File: src/sa_ctrl_pkg.sv
`default_nettype none

package sa_ctrl_pkg;

    // array geometry
    localparam int N_ROWS     = 4;
    localparam int N_COLS     = 4;
    localparam int N_FILT_MAX = 3;

    // per-row field widths
    localparam int SEL_W     = $clog2(N_FILT_MAX);
    localparam int NUM_COL_W = $clog2(N_FILT_MAX + 1);
    localparam int TR_SEL_W  = 2;

    // configuration word layout, rows packed low to high inside each field
    localparam int OFS_FSEL  = 0;
    localparam int OFS_NCOL  = OFS_FSEL + N_ROWS * SEL_W;
    localparam int OFS_TRSEL = OFS_NCOL + N_ROWS * NUM_COL_W;
    localparam int OFS_ENADD = OFS_TRSEL + N_ROWS * TR_SEL_W;
    localparam int ROM_W     = OFS_ENADD + N_ROWS;

    // counter widths
    localparam int ROUND_W     = 3;
    localparam int LOAD_W      = $clog2(N_COLS);
    localparam int READY_W     = 2;
    localparam int WAIT_W      = NUM_COL_W + 2;
    localparam int FEAT_ADDR_W = 5;
    localparam int ROM_ADDR_W  = ROUND_W + LOAD_W;

    // phase lengths
    localparam logic [LOAD_W-1:0]  LOAD_LAST  = LOAD_W'(N_COLS - 1);
    localparam logic [READY_W-1:0] READY_LAST = READY_W'(2);
    localparam logic [WAIT_W-1:0]  DRAIN_BASE = WAIT_W'(6);

    // sequencer states
    localparam int               ST_W     = 3;
    localparam logic [ST_W-1:0]  ST_IDLE  = 3'd0;
    localparam logic [ST_W-1:0]  ST_LOAD  = 3'd1;
    localparam logic [ST_W-1:0]  ST_READY = 3'd2;
    localparam logic [ST_W-1:0]  ST_START = 3'd3;
    localparam logic [ST_W-1:0]  ST_WAIT  = 3'd4;

endpackage

`default_nettype wire

File: src/sa_ctrl_if.sv
`timescale 1ns/1ps
`default_nettype none

interface sa_ctrl_if ();

    // strobes from the sequencer
    logic cfg_clr;
    logic cfg_ld;
    logic load_cnt_ld;
    logic load_cnt_clr;
    logic ready_cnt_ld;
    logic ready_cnt_clr;
    logic wait_cnt_ld;
    logic wait_cnt_clr;
    logic round_clr;
    logic feat_ld;
    logic feat_clr;

    // terminal flags back from the counters
    logic load_done;
    logic ready_done;
    logic wait_done;
    logic end_weight;

    modport fsm (
        output cfg_clr, cfg_ld, load_cnt_ld, load_cnt_clr, ready_cnt_ld, ready_cnt_clr,
               wait_cnt_ld, wait_cnt_clr, round_clr, feat_ld, feat_clr,
        input  load_done, ready_done, wait_done, end_weight
    );

    modport cnt (
        input  load_cnt_ld, load_cnt_clr, ready_cnt_ld, ready_cnt_clr,
               wait_cnt_ld, wait_cnt_clr, round_clr, feat_ld, feat_clr,
        output load_done, ready_done, wait_done, end_weight
    );

    modport cfg (
        input cfg_clr, cfg_ld
    );

endinterface

`default_nettype wire

File: src/sa_controller.sv
`timescale 1ns/1ps
`default_nettype none

module sa_controller (
    input  wire                                                     clk_i,
    input  wire                                                     sel_mux_tr_rst,
    input  wire                                                     halt_i,
    input  wire                                                     end_feature_i,
    input  wire  [sa_ctrl_pkg::NUM_COL_W-1:0]                       filter_size_i,
    input  wire  [sa_ctrl_pkg::ROUND_W-1:0]                         max_round_weight_i,
    input  wire  [sa_ctrl_pkg::ROM_W-1:0]                           rom_signals_data_i,
    output logic                                                    rst_o,
    output logic                                                    load_o,
    output logic                                                    ready_o,
    output logic                                                    start_op_o,
    output logic                                                    rd_feature_ld_o,
    output logic [sa_ctrl_pkg::ROM_ADDR_W-1:0]                      addrs_rom_signal_o,
    output logic [sa_ctrl_pkg::FEAT_ADDR_W-1:0]                     in_feature_addr_o,
    output logic [sa_ctrl_pkg::N_ROWS-1:0][sa_ctrl_pkg::SEL_W-1:0]     f_sel_o,
    output logic [sa_ctrl_pkg::N_ROWS-1:0][sa_ctrl_pkg::NUM_COL_W-1:0] number_of_columns_o,
    output logic [sa_ctrl_pkg::N_ROWS-1:0][sa_ctrl_pkg::TR_SEL_W-1:0]  sel_mux_tr_o,
    output logic [sa_ctrl_pkg::N_ROWS-1:0]                          en_adder_node_o,
    output logic [sa_ctrl_pkg::N_ROWS-1:0][sa_ctrl_pkg::NUM_COL_W-1:0] column_num_o,
    output logic [sa_ctrl_pkg::N_ROWS-1:0][sa_ctrl_pkg::NUM_COL_W-1:0] row_num_o,
    output logic [sa_ctrl_pkg::N_ROWS-1:0]                          sel_mux_node_o
);

    sa_ctrl_if ctl_if ();

    sa_ctrl_fsm u_fsm (
        .clk_i           (clk_i),
        .sel_mux_tr_rst  (sel_mux_tr_rst),
        .halt_i          (halt_i),
        .end_feature_i   (end_feature_i),
        .ctl             (ctl_if.fsm),
        .rst_o           (rst_o),
        .load_o          (load_o),
        .ready_o         (ready_o),
        .start_op_o      (start_op_o),
        .rd_feature_ld_o (rd_feature_ld_o)
    );

    sa_ctrl_counters u_counters (
        .clk_i              (clk_i),
        .sel_mux_tr_rst     (sel_mux_tr_rst),
        .ctl                (ctl_if.cnt),
        .filter_size_i      (filter_size_i),
        .max_round_weight_i (max_round_weight_i),
        .rom_addr_o         (addrs_rom_signal_o),
        .in_feature_addr_o  (in_feature_addr_o)
    );

    sa_rom_cfg_regs u_cfg_regs (
        .clk_i               (clk_i),
        .sel_mux_tr_rst      (sel_mux_tr_rst),
        .ctl                 (ctl_if.cfg),
        .rom_signals_data_i  (rom_signals_data_i),
        .f_sel_o             (f_sel_o),
        .number_of_columns_o (number_of_columns_o),
        .sel_mux_tr_o        (sel_mux_tr_o),
        .en_adder_node_o     (en_adder_node_o)
    );

    sa_row_col_gen u_row_col (
        .clk_i              (clk_i),
        .sel_mux_tr_rst     (sel_mux_tr_rst),
        .ctl                (ctl_if.cfg),
        .rom_signals_data_i (rom_signals_data_i),
        .filter_size_i      (filter_size_i),
        .column_num_o       (column_num_o),
        .row_num_o          (row_num_o),
        .sel_mux_node_o     (sel_mux_node_o)
    );

endmodule

`default_nettype wire

File: src/sa_ctrl_counters.sv
`timescale 1ns/1ps
`default_nettype none

module sa_ctrl_counters (
    input  wire                                  clk_i,
    input  wire                                  sel_mux_tr_rst,
    sa_ctrl_if.cnt                               ctl,
    input  wire  [sa_ctrl_pkg::NUM_COL_W-1:0]    filter_size_i,
    input  wire  [sa_ctrl_pkg::ROUND_W-1:0]      max_round_weight_i,
    output logic [sa_ctrl_pkg::ROM_ADDR_W-1:0]   rom_addr_o,
    output logic [sa_ctrl_pkg::FEAT_ADDR_W-1:0]  in_feature_addr_o
);

    logic [sa_ctrl_pkg::LOAD_W-1:0]    load_cnt;
    logic [sa_ctrl_pkg::READY_W-1:0]   ready_cnt;
    logic [sa_ctrl_pkg::WAIT_W-1:0]    wait_cnt;
    logic [sa_ctrl_pkg::ROUND_W-1:0]   round_cnt;
    logic [sa_ctrl_pkg::NUM_COL_W-1:0] fs_m1;
    logic [sa_ctrl_pkg::WAIT_W-1:0]    wait_last;
    logic                              load_last;

    ////////////////////////////////////////////////////////////////////////////
    // counters
    ////////////////////////////////////////////////////////////////////////////

    always_ff @(posedge clk_i or posedge sel_mux_tr_rst) begin
        if (sel_mux_tr_rst) begin
            load_cnt          <= '0;
            ready_cnt         <= '0;
            wait_cnt          <= '0;
            round_cnt         <= '0;
            in_feature_addr_o <= '0;
        end else begin
            if (ctl.load_cnt_clr) begin
                load_cnt <= '0;
            end else if (ctl.load_cnt_ld) begin
                load_cnt <= load_cnt + 1'b1;
            end
            if (ctl.ready_cnt_clr) begin
                ready_cnt <= '0;
            end else if (ctl.ready_cnt_ld) begin
                ready_cnt <= ready_cnt + 1'b1;
            end
            if (ctl.wait_cnt_clr) begin
                wait_cnt <= '0;
            end else if (ctl.wait_cnt_ld) begin
                wait_cnt <= wait_cnt + 1'b1;
            end
            // one weight round per completed load phase
            if (ctl.round_clr) begin
                round_cnt <= '0;
            end else if (load_last) begin
                round_cnt <= round_cnt + 1'b1;
            end
            if (ctl.feat_clr) begin
                in_feature_addr_o <= '0;
            end else if (ctl.feat_ld) begin
                in_feature_addr_o <= in_feature_addr_o + 1'b1;
            end
        end
    end

    // round * N_COLS + load count
    assign rom_addr_o = {round_cnt, load_cnt};

    // drain ends at 2*(filter_size-1) + base
    assign fs_m1     = filter_size_i - 1'b1;
    assign wait_last = {1'b0, fs_m1, 1'b0} + sa_ctrl_pkg::DRAIN_BASE;

    assign load_last      = (load_cnt == sa_ctrl_pkg::LOAD_LAST);
    assign ctl.load_done  = load_last;
    assign ctl.ready_done = (ready_cnt == sa_ctrl_pkg::READY_LAST);
    assign ctl.wait_done  = (wait_cnt == wait_last);
    assign ctl.end_weight = (round_cnt == max_round_weight_i);

    // loading stops once the last column word is read
    assert property (@(posedge clk_i) disable iff (sel_mux_tr_rst)
        ctl.load_done |=> !ctl.load_cnt_ld);

    // drain counter never runs past its terminal count
    assert property (@(posedge clk_i) disable iff (sel_mux_tr_rst)
        ctl.wait_done |=> !ctl.wait_cnt_ld);

endmodule

`default_nettype wire

File: src/sa_ctrl_fsm.sv
`timescale 1ns/1ps
`default_nettype none

module sa_ctrl_fsm (
    input  wire     clk_i,
    input  wire     sel_mux_tr_rst,
    input  wire     halt_i,
    input  wire     end_feature_i,
    sa_ctrl_if.fsm  ctl,
    output logic    rst_o,
    output logic    load_o,
    output logic    ready_o,
    output logic    start_op_o,
    output logic    rd_feature_ld_o
);

    logic [sa_ctrl_pkg::ST_W-1:0] state;
    logic [sa_ctrl_pkg::ST_W-1:0] state_nxt;

    always_ff @(posedge clk_i or posedge sel_mux_tr_rst) begin
        if (sel_mux_tr_rst) begin
            state <= sa_ctrl_pkg::ST_IDLE;
        end else begin
            state <= state_nxt;
        end
    end

    ////////////////////////////////////////////////////////////////////////////
    // next state
    ////////////////////////////////////////////////////////////////////////////

    always_comb begin
        state_nxt = state;
        case (state)
            sa_ctrl_pkg::ST_IDLE: begin
                if (!halt_i && !ctl.end_weight) begin
                    state_nxt = sa_ctrl_pkg::ST_LOAD;
                end
            end
            sa_ctrl_pkg::ST_LOAD: begin
                if (ctl.load_done) begin
                    state_nxt = sa_ctrl_pkg::ST_READY;
                end
            end
            sa_ctrl_pkg::ST_READY: begin
                if (ctl.ready_done) begin
                    state_nxt = sa_ctrl_pkg::ST_START;
                end
            end
            sa_ctrl_pkg::ST_START: begin
                if (halt_i) begin
                    state_nxt = sa_ctrl_pkg::ST_IDLE;
                end else if (end_feature_i) begin
                    state_nxt = sa_ctrl_pkg::ST_WAIT;
                end
            end
            sa_ctrl_pkg::ST_WAIT: begin
                // last round drains back to idle and any other fetches the next weights
                if (halt_i) begin
                    state_nxt = sa_ctrl_pkg::ST_IDLE;
                end else if (ctl.wait_done) begin
                    state_nxt = ctl.end_weight ? sa_ctrl_pkg::ST_IDLE : sa_ctrl_pkg::ST_LOAD;
                end
            end
            default: state_nxt = sa_ctrl_pkg::ST_IDLE;
        endcase
    end

    ////////////////////////////////////////////////////////////////////////////
    // moore decode
    ////////////////////////////////////////////////////////////////////////////

    assign rst_o           = (state == sa_ctrl_pkg::ST_IDLE);
    assign load_o          = (state == sa_ctrl_pkg::ST_LOAD);
    assign ready_o         = (state == sa_ctrl_pkg::ST_READY);
    assign start_op_o      = (state == sa_ctrl_pkg::ST_START) || (state == sa_ctrl_pkg::ST_WAIT);
    assign rd_feature_ld_o = ready_o || (state == sa_ctrl_pkg::ST_START);

    assign ctl.cfg_ld        = load_o;
    assign ctl.cfg_clr       = rst_o;
    assign ctl.load_cnt_ld   = load_o;
    assign ctl.load_cnt_clr  = !load_o;
    assign ctl.ready_cnt_ld  = ready_o;
    assign ctl.ready_cnt_clr = !ready_o;
    assign ctl.wait_cnt_ld   = (state == sa_ctrl_pkg::ST_WAIT);
    assign ctl.wait_cnt_clr  = (state != sa_ctrl_pkg::ST_WAIT);
    assign ctl.round_clr     = rst_o;
    // feature address runs through ready and start only
    assign ctl.feat_ld       = rd_feature_ld_o;
    assign ctl.feat_clr      = !rd_feature_ld_o;

    // phase counters flag their end only inside their own phase
    assert property (@(posedge clk_i) disable iff (sel_mux_tr_rst)
        ctl.load_done |-> load_o);

    assert property (@(posedge clk_i) disable iff (sel_mux_tr_rst)
        ctl.ready_done |-> ready_o);

endmodule

`default_nettype wire

File: src/sa_rom_cfg_regs.sv
`timescale 1ns/1ps
`default_nettype none

module sa_rom_cfg_regs (
    input  wire                                                     clk_i,
    input  wire                                                     sel_mux_tr_rst,
    sa_ctrl_if.cfg                                                  ctl,
    input  wire  [sa_ctrl_pkg::ROM_W-1:0]                           rom_signals_data_i,
    output logic [sa_ctrl_pkg::N_ROWS-1:0][sa_ctrl_pkg::SEL_W-1:0]     f_sel_o,
    output logic [sa_ctrl_pkg::N_ROWS-1:0][sa_ctrl_pkg::NUM_COL_W-1:0] number_of_columns_o,
    output logic [sa_ctrl_pkg::N_ROWS-1:0][sa_ctrl_pkg::TR_SEL_W-1:0]  sel_mux_tr_o,
    output logic [sa_ctrl_pkg::N_ROWS-1:0]                          en_adder_node_o
);

    logic [sa_ctrl_pkg::N_ROWS-1:0][sa_ctrl_pkg::SEL_W-1:0]     f_sel_w;
    logic [sa_ctrl_pkg::N_ROWS-1:0][sa_ctrl_pkg::NUM_COL_W-1:0] ncol_w;
    logic [sa_ctrl_pkg::N_ROWS-1:0][sa_ctrl_pkg::TR_SEL_W-1:0]  tr_sel_w;
    logic [sa_ctrl_pkg::N_ROWS-1:0]                             en_add_w;
    logic [sa_ctrl_pkg::N_ROWS-1:0][sa_ctrl_pkg::TR_SEL_W-1:0]  tr_sel_stage;

    // field slices of the current word
    assign f_sel_w = rom_signals_data_i[sa_ctrl_pkg::OFS_FSEL +:
                                        sa_ctrl_pkg::N_ROWS * sa_ctrl_pkg::SEL_W];
    assign ncol_w = rom_signals_data_i[sa_ctrl_pkg::OFS_NCOL +:
                                       sa_ctrl_pkg::N_ROWS * sa_ctrl_pkg::NUM_COL_W];
    assign tr_sel_w = rom_signals_data_i[sa_ctrl_pkg::OFS_TRSEL +:
                                         sa_ctrl_pkg::N_ROWS * sa_ctrl_pkg::TR_SEL_W];
    assign en_add_w = rom_signals_data_i[sa_ctrl_pkg::OFS_ENADD +: sa_ctrl_pkg::N_ROWS];

    always_ff @(posedge clk_i or posedge sel_mux_tr_rst) begin
        if (sel_mux_tr_rst) begin
            f_sel_o             <= '0;
            number_of_columns_o <= '0;
            en_adder_node_o     <= '0;
            tr_sel_stage        <= '0;
            sel_mux_tr_o        <= '0;
        end else if (ctl.cfg_clr) begin
            f_sel_o             <= '0;
            number_of_columns_o <= '0;
            en_adder_node_o     <= '0;
            tr_sel_stage        <= '0;
            sel_mux_tr_o        <= '0;
        end else if (ctl.cfg_ld) begin
            f_sel_o             <= f_sel_w;
            number_of_columns_o <= ncol_w;
            en_adder_node_o     <= en_add_w;
            // transfer select lags one word behind the rest
            tr_sel_stage        <= tr_sel_w;
            sel_mux_tr_o        <= tr_sel_stage;
        end
    end

endmodule

`default_nettype wire

File: src/sa_row_col_gen.sv
`timescale 1ns/1ps
`default_nettype none

module sa_row_col_gen (
    input  wire                                                     clk_i,
    input  wire                                                     sel_mux_tr_rst,
    sa_ctrl_if.cfg                                                  ctl,
    input  wire  [sa_ctrl_pkg::ROM_W-1:0]                           rom_signals_data_i,
    input  wire  [sa_ctrl_pkg::NUM_COL_W-1:0]                       filter_size_i,
    output logic [sa_ctrl_pkg::N_ROWS-1:0][sa_ctrl_pkg::NUM_COL_W-1:0] column_num_o,
    output logic [sa_ctrl_pkg::N_ROWS-1:0][sa_ctrl_pkg::NUM_COL_W-1:0] row_num_o,
    output logic [sa_ctrl_pkg::N_ROWS-1:0]                          sel_mux_node_o
);

    logic [sa_ctrl_pkg::N_ROWS-1:0][sa_ctrl_pkg::NUM_COL_W-1:0] ncol;
    logic [sa_ctrl_pkg::N_ROWS-1:0][sa_ctrl_pkg::NUM_COL_W-1:0] col_cnt;

    assign ncol = rom_signals_data_i[sa_ctrl_pkg::OFS_NCOL +:
                                     sa_ctrl_pkg::N_ROWS * sa_ctrl_pkg::NUM_COL_W];

    // column index counts down from ncol, wraps per row
    always_ff @(posedge clk_i or posedge sel_mux_tr_rst) begin
        if (sel_mux_tr_rst) begin
            col_cnt      <= '0;
            column_num_o <= '0;
        end else if (ctl.cfg_clr) begin
            col_cnt      <= '0;
            column_num_o <= '0;
        end else if (ctl.cfg_ld) begin
            for (int i = 0; i < sa_ctrl_pkg::N_ROWS; i++) begin
                column_num_o[i] <= ncol[i] - col_cnt[i];
                if (col_cnt[i] == ncol[i] - 1'b1) begin
                    col_cnt[i] <= '0;
                end else begin
                    col_cnt[i] <= col_cnt[i] + 1'b1;
                end
            end
        end
    end

    // row number is (i mod filter_size) + 1, last row of a filter closes the node
    always_comb begin
        logic [sa_ctrl_pkg::NUM_COL_W-1:0] b;
        logic [sa_ctrl_pkg::NUM_COL_W-1:0] row;
        b = '0;
        for (int i = 0; i < sa_ctrl_pkg::N_ROWS; i++) begin
            if (b == filter_size_i) begin
                b = '0;
            end
            row               = b + 1'b1;
            row_num_o[i]      = row;
            sel_mux_node_o[i] = (row != filter_size_i);
            b                 = b + 1'b1;
        end
    end

    for (genvar g = 0; g < sa_ctrl_pkg::N_ROWS; g++) begin : g_ncol_chk
        // a ROM word with zero columns would stall the wrap
        assert property (@(posedge clk_i) disable iff (sel_mux_tr_rst)
            ctl.cfg_ld |-> ncol[g] != '0);
    end

endmodule

`default_nettype wire

File: config.mk
export PLATFORM = sky130hd
export DESIGN_NAME = sa_controller
export DESIGN_NICKNAME = d
export VERILOG_FILES = /design/src/sa_ctrl_pkg.sv /design/src/sa_ctrl_if.sv /design/src/sa_controller.sv /design/src/sa_ctrl_counters.sv /design/src/sa_ctrl_fsm.sv /design/src/sa_rom_cfg_regs.sv /design/src/sa_row_col_gen.sv
export SDC_FILE = /design/constraint.sdc
export NUM_CORES = 1
export LEC_CHECK = 0
export ABC_CLOCK_PERIOD_IN_PS = 5350
export BUFFER_PORTS_ARGS = -buffer_cell sky130_fd_sc_hd__buf_2
export CAP_MARGIN = 40
export CORE_MARGIN = 5
export CORE_UTILIZATION = 50
export DETAILED_ROUTE_END_ITERATION = 12
export GPL_ROUTABILITY_DRIVEN = 0
export MAX_ROUTING_LAYER = met4
export PLACE_DENSITY = 0.78
export SLEW_MARGIN = 20
export SYNTH_ARGS = -nofsm -noshare
export SYNTH_HDL_FRONTEND = slang
export SYNTH_SLANG_ARGS = --single-unit
export TNS_END_PERCENT = 50
File: constraint.sdc
create_clock -name clk_i -period 5.35 [get_ports clk_i]
set_clock_uncertainty 0.05 [all_clocks]
set_input_delay 0.8025 -clock clk_i [delete_from_list [all_inputs] [get_ports clk_i]]
set_output_delay 0.8025 -clock clk_i [all_outputs]
set_load 0.1 [all_outputs]
# Yosys cells after proc, flatten, opt, wreduce, memory -nomap -nowiden
# Index checks and enable logic that the tools add are counted.
# word_totals
ff_bits,71
in_bits,37
output_inout_bits,63
word_cells,125
# classes
add_sub_neg,22
n_eq_ne,25
mux,37
reduce_logical,10
# op_table
operator,count
$mux W8,12
$mux W3,9
$add A2 B1 Y2 const B,8
$mux W2,8
$mux W4,4
$pmux W3 S5,1
$eq A2 B2 Y1,6
$sub A2 B1 Y2 const B,5
$sub A2 B2 Y2,4
$eq A3 B2 Y1 const B,2
$ne A2 B2 Y1,3
$ne A3 B3 Y1 const B,2
$reduce_bool A2 Y1,3
$add A5 B1 Y5 const B,1
$mux W5,1
$reduce_and A5 Y1,1
$add A3 B3 Y4 const B,1
$add A4 B1 Y4 const B,1
$eq A2 B2 Y1 const B,2
$eq A4 B4 Y1,1
$ne A2 B1 Y1 const B,2
$add A3 B1 Y3 const B,1
$eq A3 B1 Y1 const B,1
$eq A3 B3 Y1,1
11 further kinds,14

# Depth between registers and ports, before layout
# Gate-level depths: netlist of the first run.
# depth
depth_word,10
depth_mapped,6
depth_no_buf,5

# By module
# A second synthesis of the first run with hierarchy kept.
# unflattened
cells_unflattened,332
hier_area_um2,3592.2
# by_module_without_submodules
mod,n_inst,cells_per_inst,area_each_um2,seq_area_each_um2
sa_rom_cfg_regs,1,117,1490.2,900.9
sa_row_col_gen,1,104,1016.0,400.4
sa_ctrl_counters,1,73,799.5,400.4
sa_ctrl_fsm,1,38,286.5,75.1

# Least setup slack after synthesis of the first run
# No wires, ideal clock.
# synth_path
kind,input -> output
startpoint,input port filter_size_i[0] (netlist name)
endpoint,output port row_num_o[6] (netlist name)
t_arrival_ps,4758
t_required_ps,4498
setup_slack_ps,-261
stages,6
path_buffers,1
path_cell_list,buf_6 -> inv_1 -> ha_1 -> nor3b_1 -> a31oi_1 -> nand2_1
# synth_rtl
element,line,source
from (decl),sa_controller.sv:9,"input wire [sa_ctrl_pkg::NUM_COL_W-1:0] filter_size_i,"
to (decl),sa_controller.sv:24,"output logic [sa_ctrl_pkg::N_ROWS-1:0][sa_ctrl_pkg::NUM_COL_W-1:0] row_num_o,"

==> impl_metrics.py, run 1 <==
metrics = {
    "outcome": {
        "status": "finished, final reports clean",
    },
    "clock_tree": {
        "ctsLongestPathBuffers": 2,
        "clock_latency_ns": 0.34,
        "cts_tree": "done",
        "cts-root-buf": "clkbuf_8",
        "cts_buffers": 9,
        "hold_buffers": 0,
        "clock-sinks": 71,
        "clk_pin_slew_ns": 0.07,
        "post_cts_resized": 0,
        "cts-htree-levels": 3,
        "cts_setup_buffers": 0,
    },
    "floorplan": {
        "die_area_sq_mm": 0.00846,
        "io_pins": 100,
        "core_area_sq_mm": 0.00646,
        "initial_core_util_pct": 52.0,
        "chipHeight_microns": 92.0,
        "die-width_microns": 92.0,
        "rows": 29,
    },
    "synth": {
        "synth_mux_area_share_pct": 1.49,
        "syn_avg_cell_area_sq_um": 9.63,
        "ys_seq_elements": 71,
        "synth_xor_area_share_pct": 8.86,
        "synth-simple-area-share_pct": 20.1,
        "synthesis.instances": 349,
        "synth_area_sq_mm": 0.00336,
        "yosys.area_share.adder_pct": 4.47,
        "ys_seq_area_share_pct": 52.9,
        "ys_warn_count": 0,
        "synth_compound_area_share_pct": 7.11,
        "async_reset_ff_share_pct": 100,
        "synth_top_family_by_area": "simple AND/OR/NAND/NOR gates",
        "ys_types": 35,
        "synth_nets": 398,
        "synth_edf_count": 0,
        "synth_ff_type": "dfrtp_1",
    },
    "setup_path": {
        "worstRegToRegCells": 5,
        "arrival_ns": 2.27,
        "path_class": "input port to primary output",
        "crit_required_ns": 4.50,
        "cp-end-kind": "primary output",
        "start_kind": "input port",
        "cp_max_fo": 7,
    },
    "route": {
        "drc_errors": 0,
        "wl_microns": 7320,
        "drt-initial-drc-count": 93,
        "drt-vias-per-instance": 5.10,
        "wl_per_cell_microns": 14.0,
        "dr.pass1.iters": 4,
        "vias": 2663,
        "ant_nets": 0,
    },
    "grt": {
        "grtUsageTotal_pct": 18.7,
        "grt_max_degree": 65,
        "gr-total-overflow": 0,
        "antenna_found_initial": 0,
        "grt_pass1_vias": 2699,
        "grt_pass1_wl_microns": 12500,
    },
    "sta": {
        "hold_viol_final": 0,
        "min_period_ns": 3.13,
        "finalSetupTns_ns": 0,
        "final_min_period_over_clock_period_pct": 58.4,
        "max_freq_ghz": 0.320,
        "drv_slew": 0,
        "rsz0062_at_grt": "false",
        "slew_headroom_pct": 56.2,
        "worst_slew_pin_slew_ns": 0.641,
        "setup_viol": 0,
    },
    "run": {
        "max_cap_viol_count": 0,
    },
    "final_layout": {
        "final_cell_mix": "97 x buf_2, 92 x nand2_1, 71 x dfrtp_1",
        "diodes": 0,
        "finalNetCount": 489,
        "instances_no_fill": 522,
        "mostFrequentLayoutCell": "buf_2",
        "syn_to_final_growth_pct": 23.9,
        "utilization_pct": 64.5,
        "drive_above_1_share_pct": 28.1,
    },
    "worst_hold_path": {
        "hp-class": "flip-flop to flip-flop",
        "whs_path_depth": 1,
    },
    "place": {
        "hpwlAfterDp_microns": 5090,
        "io_buffers": 97,
        "dp_cells": 505,
    },
}
## per-stage QoR
step,hold WS (ns),worst slack [ns],area [sq um]
6_report,0.379,2.22,4160
5_1_grt,0.385,2.11,4160
4_1_cts,0.380,2.22,4150
3_5_place_dp,0.370,2.22,3890
3_3_place_gp,0.369,2.31,3870
2_1_floorplan,0.358,0.560,3370
## synthesized netlist by cell type (6+ instances only)
| master | count | area share, % |
|---|---|---|
| clkbuf_1 | 18 | 2.0 |
| xor2_1 | 13 | 3.4 |
| nand2_1 | 92 | 10 |
| nor2_1 | 17 | 1.9 |
| o21ai_0 | 16 | 2.4 |
| inv_1 | 14 | 1.6 |
| o31ai_1 | 8 | 1.8 |
| xnor2_1 | 8 | 2.1 |
| nand3_1 | 31 | 4.6 |
| nor3_1 | 6 | 0.89 |
| dfrtp_1 | 71 | 53 |
| ha_1 | 12 | 4.5 |
## final cells by class
class                   count  area [sq um]
multi-input cells         240          1430
fillers                   550          2300
inverters                  15          56.3
clock buffers              11           151
well taps                  77          96.3
clock inverters             5           104
repair buffers            103           551
flip-flops and latches     71          1780
## routing by layer
layer | track usage [%] | part of all wire, % | vias to the layer above
met5 | - | 0 | -
met4 | 5.57 | 0.85 | 0
met3 | 3.68 | 5.9 | 7
met2 | 30.2 | 48 | 74
met1 | 24.1 | 45 | 1258
li1 | - | - | 1324
## flip-flops by register name, indices dropped and copies added, names as in the netlist
signal                          flops
u_row_col.column_num_o              8
u_cfg_regs.number_of_columns_o      8
u_counters.ready_cnt                2
u_cfg_regs.tr_sel_stage             8
u_counters.in_feature_addr_o        5
u_fsm.state                         3
u_row_col.col_cnt                   8
u_counters.load_cnt                 2
u_counters.wait_cnt                 4
u_counters.round_cnt                3
u_cfg_regs.f_sel_o                  8
u_cfg_regs.sel_mux_tr_o             8
u_cfg_regs.en_adder_node_o          4
## path summary, 6_finish.rpt
kind	start	slack, ns	endpoint
worst min-delay path	u_counters.ready_cnt[0]$_DFF_PP0_	0.38	u_counters.ready_cnt[0]$_DFF_PP0_
worst max-delay path	filter_size_i[0]	2.22	row_num_o[6]
worst max register to register	u_fsm.state[2]$_DFFE_PP0P_	3.28	u_fsm.state[0]$_DFFE_PP0P_
max in group asynchronous	sel_mux_tr_rst	4.22	u_counters.in_feature_addr_o[0]$_DFF_PP0_
min in group asynchronous	sel_mux_tr_rst	0.48	u_row_col.column_num_o[1]$_DFFE_PP0P_
worst min register to register	u_counters.ready_cnt[0]$_DFF_PP0_	0.38	u_counters.ready_cnt[0]$_DFF_PP0_
## critical path, stage by stage
cell,delay [ns]
buf_2,0.17
inv_1,0.06
ha_1,0.37
nor3b_1,0.29
a31oi_2,0.07
nand2_1,0.08
buf_2,0.43
## cells by family after synthesis
logic type	count (synthesis)
XOR/XNOR	26
AND/OR/NAND/NOR	158
buffers and inverters	38
multiplexers	5
AO/OA/AOI/OAI	37
other	2
adder cells (fa/ha/maj)	12
flip-flops	71
Power of run 1 is not shown: default switching activity piles up to over one toggle a cycle in this logic, so the estimate is an artifact.
==> run 2, diff against run 1 <==
--- a/config.mk
+++ b/config.mk
@@ -5,15 +5,16 @@
 export SDC_FILE = /design/constraint.sdc
 export NUM_CORES = 1
 export LEC_CHECK = 0
-export ABC_CLOCK_PERIOD_IN_PS = 5350
+export ABC_AREA = 1
+export ABC_CLOCK_PERIOD_IN_PS = 2800
 export BUFFER_PORTS_ARGS = -buffer_cell sky130_fd_sc_hd__buf_2
 export CAP_MARGIN = 40
 export CORE_MARGIN = 5
-export CORE_UTILIZATION = 50
+export CORE_UTILIZATION = 46
 export DETAILED_ROUTE_END_ITERATION = 12
 export GPL_ROUTABILITY_DRIVEN = 0
 export MAX_ROUTING_LAYER = met4
-export PLACE_DENSITY = 0.78
+export PLACE_DENSITY = 0.75
 export SLEW_MARGIN = 20
 export SYNTH_ARGS = -nofsm -noshare
 export SYNTH_HDL_FRONTEND = slang
==> constraint.sdc (replaced) <==
create_clock -name clk_i -period 2.8 [get_ports clk_i]
set_clock_uncertainty 0.05 [all_clocks]
set_input_delay 0.42 -clock clk_i [delete_from_list [all_inputs] [get_ports clk_i]]
set_output_delay 0.42 -clock clk_i [all_outputs]
set_load 0.1 [all_outputs]
==> impl_metrics.py, run 2 <==
metrics = {
    "outcome": {
        "status": "finished, final reports clean",
    },
    "setup_path": {
        "cp-end-kind": "primary output",
        "path_class": "input port to primary output",
        "start_kind": "input port",
        "crit_required_ns": 2.33,
        "arrival_ns": 1.89,
        "cp_max_fo": 6,
    },
    "floorplan": {
        "io_pins": 100,
        "initial_core_util_pct": 46.6,
        "die_area_sq_mm": 0.00908,
        "rows": 31,
        "core_area_sq_mm": 0.00718,
        "chipHeight_microns": 95.3,
        "die-width_microns": 95.3,
    },
    "route": {
        "vias": 2761,
        "routed.top_layer": "met4",
        "wl_per_cell_microns": 12.5,
        "dr.pass1.iters": 4,
        "wl_microns": 7150,
        "drt-vias-per-instance": 4.83,
        "drc_errors": 0,
        "ant_nets": 0,
        "wl_met2_microns": 3420,
        "drt-initial-drc-count": 171,
        "wl_met3_microns": 406,
        "met1Wirelength_microns": 3220,
    },
    "clock_tree": {
        "cts_buffers": 9,
        "cts-htree-levels": 3,
        "clk_pin_slew_ns": 0.07,
        "post_cts_resized": 0,
        "hold_buffers": 0,
        "cts_setup_buffers": 0,
        "cts_tree": "done",
        "clock_latency_ns": 0.33,
        "ctsLongestPathBuffers": 2,
        "clock-sinks": 71,
        "cts-root-buf": "clkbuf_8",
    },
    "synth": {
        "synth_area_leaders": "dfrtp_1 53%, nand2_1 11%, inv_1 4.8%",
        "synth_largest_area_cell": "dfrtp_1",
        "netlist_top_cells_count": "97 x nand2_1, 71 x dfrtp_1, 43 x inv_1",
        "synthesis.instances": 371,
        "synth_top_area_share_pct": 53.1,
        "synth_nets": 420,
        "ys_seq_elements": 71,
        "ys_seq_area_share_pct": 53.1,
        "synth_area_sq_mm": 0.00334,
        "syn_avg_cell_area_sq_um": 9.01,
        "ys_types": 27,
        "yosysMostFrequentCell": "nand2_1",
        "ys_warn_count": 0,
        "synth_ff_type": "dfrtp_1",
        "synth_edf_count": 0,
        "async_reset_ff_share_pct": 100,
    },
    "grt": {
        "grt_pass1_wl_microns": 11800,
        "grt_pass1_vias": 2672,
        "grtUsageTotal_pct": 17.2,
        "gr-total-overflow": 0,
        "antenna_found_initial": 0,
        "grt_max_degree": 50,
    },
    "final_layout": {
        "syn_to_final_growth_pct": 24.3,
        "utilization_pct": 57.9,
        "mostFrequentLayoutCell": "buf_2",
        "diodes": 0,
        "finalNetCount": 518,
        "drive_above_1_share_pct": 27.9,
        "final_area_sq_mm": 0.00416,
        "final_cell_mix": "97 x buf_2, 95 x nand2_1, 71 x dfrtp_1",
    },
    "sta": {
        "slew_headroom_pct": 55.4,
        "setup_viol": 0,
        "finalSetupTns_ns": 0,
        "drv_slew": 0,
        "max_freq_ghz": 0.424,
        "min_period_ns": 2.36,
        "final_min_period_over_clock_period_pct": 84.2,
        "hold_viol_final": 0,
        "rsz0062_at_grt": "false",
        "worst_slew_pin_slew_ns": 0.668,
    },
    "place": {
        "io_buffers": 97,
        "hpwlAfterDp_microns": 5170,
        "dpl_cell_area_sq_mm": 0.00396,
    },
    "worst_hold_path": {
        "hp-class": "input port to asynchronous set/reset pin",
    },
    "run": {
        "max_cap_viol_count": 0,
    },
}
[run 2: cell count changes after synthesis, sizes merged, moves of 11 or more]
cell    previous run  this run
a22o               0        16
clkbuf            18         0
inv               15        47
nand3             31        13
nor2              17        28
o21ai             21        40
[run 2: stage by stage]
stage / hold WS (ns) / std cells / setup WS, ns
final: 0.128 / 572 / 0.442
after global routing: 0.185 / 572 / 0.354
after CTS: 0.145 / 572 / 0.411
after detailed placement: 0.371 / 557 / 0.412
after global placement: 0.361 / 557 / 0.479
after floorplan: 0.353 / 371 / 0.0515
[run 2: final timing paths]
| path | start | end | slack, ns | depth (start not counted) |
|---|---|---|---|---|
| min in group clk_i | rom_signals_data_i[23] | u_cfg_regs.tr_sel_stage[7]$_DFFE_PP0P_ | 0.24 | 3 |
| setup reg to reg | u_fsm.state[1]$_DFFE_PP0P_ | u_fsm.state[1]$_DFFE_PP0P_ | 1.14 | 9 |
| hold / removal | sel_mux_tr_rst | u_cfg_regs.tr_sel_stage[0]$_DFFE_PP0P_ | 0.13 | 2 |
| setup / recovery | filter_size_i[0] | row_num_o[6] | 0.44 | 8 |
| max in group asynchronous | sel_mux_tr_rst | u_row_col.col_cnt[3]$_DFFE_PP0P_ | 1.92 | 3 |
| hold reg to reg | u_counters.ready_cnt[0]$_DFF_PP0_ | u_counters.ready_cnt[0]$_DFF_PP0_ | 0.39 | 1 |
[run 2: kinds of logic after synthesis]
| logic type | after synthesis | synth area share [%] |
|---|---|---|
| AOI/OAI and AO/OA | 62 | 11.3 |
| xor gates and xnor gates | 16 | 4.19 |
| adders and majority gates | 12 | 4.49 |
| buffers and inverters | 60 | 7.74 |
| DFF | 71 | 53.1 |
| other | 2 | 0.225 |
| and+or+nand+nor | 148 | 18.9 |
[run 2: routing by layer]
layer | up-vias | GRT usage (%)
met5 | - | -
met3 | 8 | 3.47
met1 | 1299 | 20.9
met2 | 78 | 28.2
li1 | 1376 | -
met4 | 0 | 6.49
[run 2: worst max-delay path: stages]
cell and delay (ns):
buf_2 0.14, inv_1 0.12, ha_4 0.33, nand2_4 0.07, xor2_1 0.22, nand3_4 0.11, nand2_4 0.06, buf_2 0.41
[run 2: area by class of cell]
class,instances,area (sq um)
clock inverter,3,42.5
inverter,47,176
fill,640,3020
timing repair buffer,100,520
clock buffer,12,155
sequential,71,1780
tap,99,124
multi-input combinational,240,1360
Power of run 2 is left out for the same reason.
